## config.mk

```make
export PLATFORM = sky130hd
export DESIGN_NAME = rv32v_writeback
export DESIGN_NICKNAME = d
export VERILOG_FILES = /design/src/source/rv32v_pkg.sv /design/src/source/rv32v_writeback.sv
export SDC_FILE = /design/constraint.sdc
export NUM_CORES = 1
export LEC_CHECK = 0
export BUFFER_PORTS_ARGS = -buffer_cell sky130_fd_sc_hd__clkbuf_2
export CAP_MARGIN = 20
export CORE_AREA = 4 4 167 169
export DETAILED_ROUTE_END_ITERATION = 6
export DIE_AREA = 0 0 171 173
export HOLD_SLACK_MARGIN = 0.06
export SLEW_MARGIN = 20
export SYNTH_ARGS = -nofsm -noshare
export SYNTH_HDL_FRONTEND = slang
export SYNTH_SLANG_ARGS = --single-unit
```

## constraint.sdc

```tcl
create_clock -name CLK -period 2 [get_ports CLK]
set_input_delay 0.4 -clock CLK [delete_from_list [all_inputs] [get_ports CLK]]
set_output_delay 0.4 -clock CLK [all_outputs]
set_load 0.01 [all_outputs]
```

## src/source/rv32v_pkg.sv

```systemverilog
`default_nettype none

package rv32v_pkg;

    // Banks per vector register and lanes per uop
    localparam int NUM_BANKS = 4;

    typedef logic [31:0] word_t;
    typedef logic [4:0]  vreg_sel_t;

    typedef enum logic [1:0] {
        EEW8  = 2'd0,
        EEW16 = 2'd1,
        EEW32 = 2'd2
    } veew_t;

    typedef enum logic [2:0] {
        ADD = 3'd0,
        SUB = 3'd1,
        AND = 3'd2,
        OR  = 3'd3,
        XOR = 3'd4
    } valu_op_t;

    // Operand A comes from vs1 data, scalar rs1 or immediate
    typedef enum logic [1:0] {
        VV = 2'd0,
        VX = 2'd1,
        VI = 2'd2
    } vsrc_a_t;

    // One word per bank indexed by bank number
    typedef word_t [NUM_BANKS-1:0] lane_t;

    typedef struct packed {
        valu_op_t   op;
        vsrc_a_t    src_a;
        vreg_sel_t  vd;
        vreg_sel_t  vs1;
        vreg_sel_t  vs2;
        veew_t      eew;
        logic       sign_ext;
        logic [1:0] uop_num;
        logic       masked;
        logic [4:0] vl;
        word_t      scalar;
        word_t      imm;
    } vuop_t;

    // Register read record, raw bank words before slot extraction
    typedef struct packed {
        vuop_t uop;
        lane_t src1;
        lane_t src2;
    } vread_t;

    typedef struct packed {
        vreg_sel_t  vd;
        logic [1:0] uop_num;
        veew_t      eew;
        lane_t      alu_res;
        logic [3:0] lane_mask;
    } vexec_t;

    typedef struct packed {
        vreg_sel_t  vd;
        logic [1:0] uop_num;
        lane_t      data;
        logic [3:0] lane_mask;
    } vres_t;

endpackage

`default_nettype wire

```

## src/source/rv32v_writeback.sv

```systemverilog
`timescale 1ns/100ps
`default_nettype none

module rv32v_writeback
    import rv32v_pkg::*;
#(
    parameter int OUT_CREDITS = 2
) (
    input  logic        CLK,
    input  logic        rst_n,
    input  vexec_t      ex_in,
    input  logic        ex_valid,
    input  logic        out_credit,
    output logic        out_valid,
    output vres_t       out_res,
    output logic        stall,
    output vreg_sel_t   wb_vd,
    output lane_t       wb_data,
    output logic [15:0] wb_byte_wen
);

    localparam int CNT_W = $clog2(OUT_CREDITS + 1);

    logic [CNT_W-1:0] credit_cnt;
    logic [3:0]       slot_be;

    assign out_valid = ex_valid && (credit_cnt != '0);
    assign stall     = ex_valid && (credit_cnt == '0);

    assign out_res.vd        = ex_in.vd;
    assign out_res.uop_num   = ex_in.uop_num;
    assign out_res.data      = ex_in.alu_res;
    assign out_res.lane_mask = ex_in.lane_mask;

    // Byte lanes of the slot inside each bank word
    always_comb begin
        case (ex_in.eew)
            EEW8:    slot_be = 4'b0001 << ex_in.uop_num;
            EEW16:   slot_be = ex_in.uop_num[0] ? 4'b1100 : 4'b0011;
            default: slot_be = 4'b1111;
        endcase
    end

    assign wb_vd = ex_in.vd;

    always_comb begin
        for (int i = 0; i < NUM_BANKS; i++) begin
            case (ex_in.eew)
                EEW8:    wb_data[i] = ex_in.alu_res[i] << {ex_in.uop_num, 3'b000};
                EEW16:   wb_data[i] = ex_in.alu_res[i] << {ex_in.uop_num[0], 4'b0000};
                default: wb_data[i] = ex_in.alu_res[i];
            endcase
            // Only sent records write, and only their active lanes
            wb_byte_wen[4*i +: 4] = (out_valid && ex_in.lane_mask[i]) ? slot_be : 4'b0000;
        end
    end

    always_ff @(posedge CLK) begin
        if (!rst_n) begin
            credit_cnt <= CNT_W'(OUT_CREDITS);
        end else begin
            case ({out_valid, out_credit})
                2'b10:   credit_cnt <= credit_cnt - 1'b1;
                2'b01:   credit_cnt <= credit_cnt + 1'b1;
                default: ;
            endcase
        end
    end

    // Receiver never returns more credits than it was given
    a_credit_cap: assert property (@(posedge CLK) disable iff (!rst_n)
        credit_cnt <= CNT_W'(OUT_CREDITS));

endmodule

`default_nettype wire

```

==> impl_results.md <==
* Wire per inst at approximately 20 um
* Gr usage total at 0.149
* DR WL met3 at between 1.5 and 2 mm
* Status: finished, violations left
* Wire length on met1 at 10.8 mm
* Synth Warn # at 0
* Max-slew violations at 0
* CTS tree: yes
* Top Registers: credit_cnt (2)
* DRT Pass-1 Iters at 7
* CP endpoint kind: primary output
* Crit path DAT at between 1500 and 2000 ps
* Chip Height at approximately 170 um
* Layout area overhead at 66.7%
* Nets@finish at approximately 1.1k
* Clock Pin Slew Worst Setup and Hold Paths at about 30 ps
* Core area at between 20,000 and 30,000 um2
* Initial antenna violation count at 0
* Fin cells at 1,295
* Vias in the first global route at approximately 5.7k
* Critical Path Fanout Max at 20
* Fill cells at between 2k and 3k
* Remaining Overflow, GRT at 0
* Power Density at about 330 nW/um2
* Post-DP HPWL at approximately 18 mm
* Max Clk Rate at roughly 450 MHz
* Cell Area, Placed at between 5000 and 6000 um2
* Seq/Total Area, Yosys at 0.00946
* Synth area leaders: buf_4 26%, a22o_1 20%, a221o_1 7.6%
* Avg Inst Size Synth at approximately 6.6 um2
* Failing checks: setup timing
* 1st-iter DRT viols at 550
* Max reg flops at 2
* Worst Setup Start Kind: input pin
* Syn_nets at just under 800
* Total Wirelength at ~26 mm
* Dpl cells at roughly 1.2k
* Maxcap violations at 0
* Worst-Margin Slew at between 300 and 400 ps
* Pleak at roughly 3.9 nW
* Via Count at between 6k and 7k
* Drc violations at 0
* Routed vias/inst at about 4.7
* Top Ports at between 400 and 500
* Total CTS buffers at 3
* Ys flop type: dfxtp_1
* Ratio of cells with drive above 1 in the final layout at 0.575
* Final weighted congestion in routability-driven placement at 0.905
* DIE AREA at 29,600 um2
* Post-route cell area at approximately 7100 um2
* RSZ-0062 raised after global routing: yes
* WS Path Type: input pin to primary output
* Post-synth top area cell: buf_4
* Pin count of the biggest net entering global routing at 36
* Initial Utilization at 0.159
* Crit path time final at 2220 ps
* Register with the most flip-flops: credit_cnt
* Synth top area share at 0.259
* Yosys cell types at 29
* H-tree depth at 1
* Setup violators final at between 100 and 150
* Maximum vdd drop at approximately 0.84 mV
* Diode count at 0
* Die width at about 170 um
* Asr flop ratio synth at 0
* Period utilisation layout at 1.11
* Mapped Cells at approximately 640
* Clock Latency Late Sink at around 220 ps
* Highest Signal Layer: met4
* First-pass GRT wire length at 35.0 mm
* Worst relative slew slack at 0.733
* Post-route ant nets at 0
* Seq cells post-synth at 2
* Post-synth EDFFs at 0
* Clock buffer depth at 2
* Port Buffers at 419
* Clock Skew at 1.63 ps
* Netlist Area Pre-Place at 4230 um2
* Met2 WL post-DR at approximately 12 mm
* CP cell instances: buf_8 > and2b_4 > o21bai_4 > buf_4 > buf_12 > a222oi_1 > buf_2
* Row cnt at 60
* Crit-path slowest cell: a222oi_1
* Hold Vio Cnt, Final at 0
* WP data required at between 1500 and 2000 ps
* CTS Root Cell: clkbuf_16
* Sink Count at 2
* Setup ws final at -218 ps
* Hold Crit Class: input pin to register
* CP max stage delay at 400 ps
[placed cells by master (no fill, tap or decap), types with 31 or more instances in the layout]
cell type / Yosys / final
buf_4: 146 / 42
a22o_1: 96 / 95
buf_2: 17 / 76
nor2_1: 50 / 41
nand2_1: 36 / 36
a21oi_1: 33 / 31
nand3b_1: 32 / 32
a221o_1: 32 / 32
inv_1: 67 / 67
a222oi_1: 32 / 32
clkbuf_2: 0 / 334
[synth_stat cells, drive strengths merged, types with 32 or more instances]
master / count
buf: 172
a22o: 96
inv: 67
nor2: 50
nand2: 36
clkbuf: 34
a21oi: 33
nand2b: 33
a221o: 32
a222oi: 32
nand3b: 32
[report_power, final]
part	switching [mW]	total [mW]	internal (mW)
logic	1.06	2.00	0.947
clock network	0.0419	0.296	0.254
registers	0.0110	0.0622	0.0512
total	1.11	2.36	1.25
[logic make-up (layout without fill, tap and decap cells)]
family / after synthesis / in the layout / synth area share
and+or+nand+nor: 162 / 163 / 0.198
xor gates and xnor gates: 2 / 2 / 0.00414
AOI/OAI and AO/OA: 199 / 199 / 0.401
adders and majority gates: 1 / 1 / 0.00296
buffers and inverters: 273 / 587 / 0.384
DFF: 2 / 2 / 0.00946
[layout make-up]
class	instances	area [um2]	share of cell area
flip-flops and latches	2	40.0	0.00568
repair buffers	517	3520	0.499
inverters	67	251	0.0357
clock buffers	3	75.1	0.0106
well taps	341	427	0.0605
multi-input cells	365	2740	0.389
[repair_timing]
item	4_1_cts	5_1_grt
endpoints found under the hold margin	0	0
hold buffers	0	0
buffers inserted	32	10
endpoints found under the setup margin	110	115
pin swaps	44	37
resized for setup	54	128
gates cloned	7	4
[critical path, delay by kind of cell]
family	cells	cell delay, ps
buffers and inverters	4	610
AOI/OAI and AO/OA	2	490
and+or+nand+nor	1	290
[final timing paths]
path,start,to,slack [ps],cells after the start
hold / removal,rst_n,credit_cnt[1],390,2
setup reg to reg,credit_cnt[0],credit_cnt[1],590,4
hold reg to reg,credit_cnt[1],credit_cnt[1],530,2
setup / recovery,ex_in[132],wb_data[115],-220,7
[stage by stage]
step	total power [mW]	TNS (ps)	hold slack, ps	worst slack [ps]	utilization
after CTS	2.28	-13690	385	-265	0.253
after floorplan	1.12	0	472	56.1	-
after global placement	1.79	-27210	513	-472	0.225
final	2.36	-8830	388	-218	0.265
after global routing	2.52	-13910	404	-263	0.265
after detailed placement	1.80	-27260	517	-467	0.225
[per-layer routing]
metal  track usage  up-vias
li1              -     2792
met1         0.197     2926
met2         0.262      400
met3        0.0123       31
met4        0.0327        0
met5             0        -
Power figures use the tool's default switching activity.
