<file path="src/source/rv32v_pkg.sv">
`default_nettype none

package rv32v_pkg;

    // Banks per vector register and lanes per uop
    localparam int NUM_BANKS = 4;

    typedef logic [31:0] word_t;
    typedef logic [4:0]  vreg_sel_t;

    typedef enum logic [1:0] {
        EEW8  = 2'd0,
        EEW16 = 2'd1,
        EEW32 = 2'd2
    } veew_t;

    typedef enum logic [2:0] {
        ADD = 3'd0,
        SUB = 3'd1,
        AND = 3'd2,
        OR  = 3'd3,
        XOR = 3'd4
    } valu_op_t;

    // Operand A comes from vs1 data, scalar rs1 or immediate
    typedef enum logic [1:0] {
        VV = 2'd0,
        VX = 2'd1,
        VI = 2'd2
    } vsrc_a_t;

    // One word per bank indexed by bank number
    typedef word_t [NUM_BANKS-1:0] lane_t;

    typedef struct packed {
        valu_op_t   op;
        vsrc_a_t    src_a;
        vreg_sel_t  vd;
        vreg_sel_t  vs1;
        vreg_sel_t  vs2;
        veew_t      eew;
        logic       sign_ext;
        logic [1:0] uop_num;
        logic       masked;
        logic [4:0] vl;
        word_t      scalar;
        word_t      imm;
    } vuop_t;

    // Register read record, raw bank words before slot extraction
    typedef struct packed {
        vuop_t uop;
        lane_t src1;
        lane_t src2;
    } vread_t;

    typedef struct packed {
        vreg_sel_t  vd;
        logic [1:0] uop_num;
        veew_t      eew;
        lane_t      alu_res;
        logic [3:0] lane_mask;
    } vexec_t;

    typedef struct packed {
        vreg_sel_t  vd;
        logic [1:0] uop_num;
        lane_t      data;
        logic [3:0] lane_mask;
    } vres_t;

endpackage

`default_nettype wire

</file>
<file path="src/source/rv32v_uop_queue.sv">
`timescale 1ns/100ps
`default_nettype none

module rv32v_uop_queue
    import rv32v_pkg::*;
#(
    parameter int IN_DEPTH = 4
) (
    input  logic  CLK,
    input  logic  rst_n,
    input  logic  push,
    input  vuop_t push_uop,
    input  logic  pop,
    output vuop_t head,
    output logic  head_valid,
    output logic  credit
);

    localparam int PTR_W = (IN_DEPTH > 1) ? $clog2(IN_DEPTH) : 1;
    localparam int CNT_W = $clog2(IN_DEPTH + 1);

    vuop_t            mem [IN_DEPTH];
    logic [PTR_W-1:0] wr_ptr;
    logic [PTR_W-1:0] rd_ptr;
    logic [CNT_W-1:0] count;
    logic             full;

    function automatic logic [PTR_W-1:0] next_ptr(input logic [PTR_W-1:0] ptr);
        if (ptr == PTR_W'(IN_DEPTH - 1)) begin
            return '0;
        end
        return ptr + 1'b1;
    endfunction

    assign head       = mem[rd_ptr];
    assign head_valid = (count != '0);
    assign full       = (count == CNT_W'(IN_DEPTH));

    always_ff @(posedge CLK) begin
        if (push) begin
            mem[wr_ptr] <= push_uop;
        end
    end

    // Every pop frees one slot, handed back to the issuer next cycle
    always_ff @(posedge CLK) begin
        if (!rst_n) begin
            wr_ptr <= '0;
            rd_ptr <= '0;
            count  <= '0;
            credit <= 1'b0;
        end else begin
            credit <= pop;
            if (push) begin
                wr_ptr <= next_ptr(wr_ptr);
            end
            if (pop) begin
                rd_ptr <= next_ptr(rd_ptr);
            end
            case ({push, pop})
                2'b10:   count <= count + 1'b1;
                2'b01:   count <= count - 1'b1;
                default: ;
            endcase
        end
    end

    // Issuer credits must keep pushes away from a full queue
    a_no_push_full: assert property (@(posedge CLK) disable iff (!rst_n)
        full |-> !push);

    a_no_pop_empty: assert property (@(posedge CLK) disable iff (!rst_n)
        !head_valid |-> !pop);

endmodule

`default_nettype wire

</file>
<file path="config.mk">
export PLATFORM = sky130hd
export DESIGN_NAME = rv32v_uop_queue
export DESIGN_NICKNAME = d
export VERILOG_FILES = /design/src/source/rv32v_pkg.sv /design/src/source/rv32v_uop_queue.sv
export SDC_FILE = /design/constraint.sdc
export NUM_CORES = 1
export LEC_CHECK = 0
export BUFFER_PORTS_ARGS = -buffer_cell sky130_fd_sc_hd__buf_2
export CAP_MARGIN = 20
export CELL_PAD_IN_SITES_DETAIL_PLACEMENT = 1
export CELL_PAD_IN_SITES_GLOBAL_PLACEMENT = 1
export CORE_MARGIN = 10
export CORE_UTILIZATION = 40
export CTS_BUF_LIST = sky130_fd_sc_hd__clkbuf_2 sky130_fd_sc_hd__clkbuf_4 sky130_fd_sc_hd__clkbuf_8
export CTS_CLUSTER_DIAMETER = 200
export DETAILED_ROUTE_END_ITERATION = 6
export PLACE_DENSITY = 0.62
export SLEW_MARGIN = 20
export SYNTH_ARGS = -nofsm -noshare
export SYNTH_HDL_FRONTEND = slang
export SYNTH_SLANG_ARGS = --single-unit
</file>
<file path="constraint.sdc">
create_clock -name CLK -period 8.9 [get_ports CLK]
set_clock_uncertainty 0.1 [all_clocks]
set_input_delay 0.89 -clock CLK [delete_from_list [all_inputs] [get_ports CLK]]
set_output_delay 0.89 -clock CLK [all_outputs]
set_load 0.01 [all_outputs]
</file>
==> metrics.md <==
| Metric | Value |
|---|---|
| Skew-Pair Late Insertion Delay | a little under 0.6 ns |
| Initial antenna violation count | 5 |
| Largest net degree at the start of global routing | 61 |
| Distinct cells, synth | 20 |
| Top Ports | between 150 and 200 |
| Yosys warning count | 0 |
| Slowest stage cell on the critical path | dfxtp_4 |
| CP cell instances | buf_4 > mux4_2 > buf_2 |
| CTS buffer count | 66 |
| Vias per inst | roughly 5.0 |
| Outcome | completed |
| Period minus WS final | around 4.3 ns |
| P&R area growth vs syn | 18.6% |
| Routability cong. | about 0.7 |
| Final non-filler cell total | about 1.3k |
| Max cap viols | 0 |
| Leakage power | approximately 5.7 nW |
| Syn Area/Cell | between 20 and 30 µm² |
| Synth Cell Area | 14200 µm² |
| Synth Area in Compound Gates | less than 1% |
| Vias in the first global route | 7446 |
| Total grt overflow | 0 |
| Worst-path clk slew | about 0.06 ns |
| Synth Area in Adders | 0.669% |
| Critical path endpoint category | primary output |
| Most common cell after layout, fill and taps aside | edfxtp_1 |
| Met3 wire length | roughly 2.2 mm |
| Worst EP required | a little under 8 ns |
| Highest routed layer | met5 |
| Metal2 WL | 15.1 mm |
| DRT Pass-1 Iters | 4 |
| Top cells by area, synth | edfxtp_1 (80%), mux4_2 (15%), dfxtp_1 (1.4%), buf_12 (0.84%), ha_1 (0.53%) |
| Area of the multi-input gates | 2410 µm² |
| Largest family of logic cells by synthesized area | multiplexers |
| CTS Sinks | 390 |
| Input/output buffers | 195 |
| Initial core utilization | between 40% and 50% |
| Ys flop type | edfxtp_1 |
| Number of H-tree levels | 3 |
| Layout fillers | 3225 |
| CTS Hold Buffers Added | 0 |
| ANT nets after route | 0 |
| Least-Margin Pin Slew | just under 1 ns |
| Post-DR wirelength/cell | between 20 and 25 µm |
| Max VDD drop | between 150 and 200 µV |
| Setup TNS | 0 ns |
| Placed cells | 1181 |
| Final HPWL DP | 18.7 mm |
| Wl on met1 | roughly 12 mm |
| Syn nets | around 650 |
| Die width | 209 µm |
| Flops & latches, synth | just under 400 |
| Post-synth EDFFs | 380 |
| Routed WL | between 30 and 40 mm |
| Cell row count | between 60 and 70 |
| Most frequent cells in the layout | edfxtp_1 (380), buf_2 (195), mux4_2 (95), clkbuf_8 (67), clkbuf_4 (20) |
| Root buffer cell | clkbuf_8 |
| Global Route Usage Sum | approximately 14% |
| CP Max Fanout | 50 |
| RSZ-0062 raised after global routing | false |
| Power Density | 234 nW/µm² |
| Seq/Total Area, Yosys | between 80 and 90% |
| CTS resizes | 0 |
| Largest stage delay, worst path | 0.97 ns |
| Final net count | roughly 890 |
| CTS tree | built |
| Simple-gate portion of the synthesized area | less than 1% |
| Core area | between 30000 and 40000 µm² |
| Startpoint types | register |
| Final setup violation count | 0 |
| WP data arrival | 3.35 ns |
| FF+latch area | roughly 12000 µm² |
| Mux contribution to synthesized area | between 10% and 20% |
| Syn Inst Count | between 500 and 600 |
| Yosys top cell area share | 80.2% |
| Yosys top cell by area | edfxtp_1 |
| Buffers & Inverters on Critical Path | 2 |
| Max Freq | between 200 and 250 MHz |
| Setup bufs post-CTS | 0 |
| Fraction of registers with async set/reset | 0% |
| Max-slew violations | 0 |
| Share of cells above drive strength 1 | between 40 and 50% |
| Max-slew headroom | about a third |
| Clk buf depth | 3 |
| Die area | roughly 44000 µm² |
| Post-route DRC | 0 |
| Initial drt markers | ~330 |
| Tcrit/Tclk final | roughly half |
| Worst min-delay path class | input pin to register |
| XOR/XNOR Fraction of Synth Area | 0.123% |
| Vias | ~6.5k |
| Final Hold Fails | 0 |
| Crit path kind | register to primary output |
| First-pass GRT wire length | 46.0 mm |
| Top delay family on crit path | buffers and inverters |
| Die Height | between 200 and 250 µm |
==> sequential cells by signal, summed over array words and instances, names as in the netlist, named ones only <==
signal	flops
rd_ptr	2
credit	1
wr_ptr	2
count	3
mem	380
==> layout make-up <==
cell class | count | share of cell area [%]
flip-flops and latches | 390 | 68.9
clock buffers | 87 | 6.36
well taps | 461 | 3.42
diodes | 1 | 0.0148
clock inverters | 28 | 0.905
repair buffers | 201 | 6.05
multi-input cells | 126 | 14.3
inverters | 3 | 0.0668
==> worst register-to-register path, stage by stage (launching register included) <==
cell     delay, ns
dfxtp_1       0.34
inv_1         0.11
ha_1          0.16
and2_4        0.69
buf_4         0.75
==> Yosys cell counts (2+ instances only) <==
library cell,instances
nor2_1,2
dfxtp_1,10
or3_1,2
inv_1,3
xnor2_1,2
edfxtp_1,380
ha_1,6
clkbuf_1,4
nor2b_1,4
buf_2,11
mux2i_1,4
buf_12,6
and2_1,6
mux4_2,95
==> cells by family (layout without fill, tap and decap cells) <==
logic type                 Yosys count  count (layout)
xor gates and xnor gates             2               2
and+or+nand+nor                     15              15
buffers and inverters               25             319
other                                0               1
muxes                               99              99
adders and majority gates            7               7
DFF                                390             390
AOI/OAI and AO/OA                    3               3
==> layer usage <==
layer,GRT usage [%],vias to the layer above
li1,-,2822
met1,16.6,3376
met2,22.7,216
met3,4.74,48
met4,4.84,10
met5,0,-
==> stage by stage <==
| step | worst slack, ns | util, % | hold slack, ns | power [mW] | cell area (µm²) |
|---|---|---|---|---|---|
| final | 4.56 | 47.8 | 0.417 | 3.95 | 16900 |
| after global routing | 4.16 | 47.8 | 0.379 | 4.13 | 16900 |
| after CTS | 4.34 | 47.8 | 0.361 | 4.02 | 16900 |
| after detailed placement | 5.00 | 44.3 | 0.436 | 2.52 | 15600 |
| after global placement | 5.01 | 44.3 | 0.369 | 2.50 | 15600 |
| after floorplan | 5.25 | - | 0.360 | 2.37 | 14200 |
==> worst paths after layout <==
| kind | startpoint | endpoint | slack [ns] | depth (start not counted) |
|---|---|---|---|---|
| max | register | head[92] | 4.56 | 3 |
| min | push_uop[6] | mem[3][6]$_DFFE_PP_ | 0.42 | 1 |
| max reg2reg | wr_ptr[0]$_SDFFE_PN0P_ | mem[0][80]$_DFFE_PP_ | 6.35 | 4 |
| min reg2reg | count[2]$_SDFFE_PN0P_ | count[2]$_SDFFE_PN0P_ | 0.43 | 2 |
==> power breakdown <==
part           total, mW  internal [mW]  leakage [nW]  switching [mW]
combinational      0.338          0.156          1.46           0.182
clock               1.49          0.812         0.645           0.673
sequential          2.13           2.10          3.57          0.0348
Note: power is estimated with default switching activity, not from simulation.
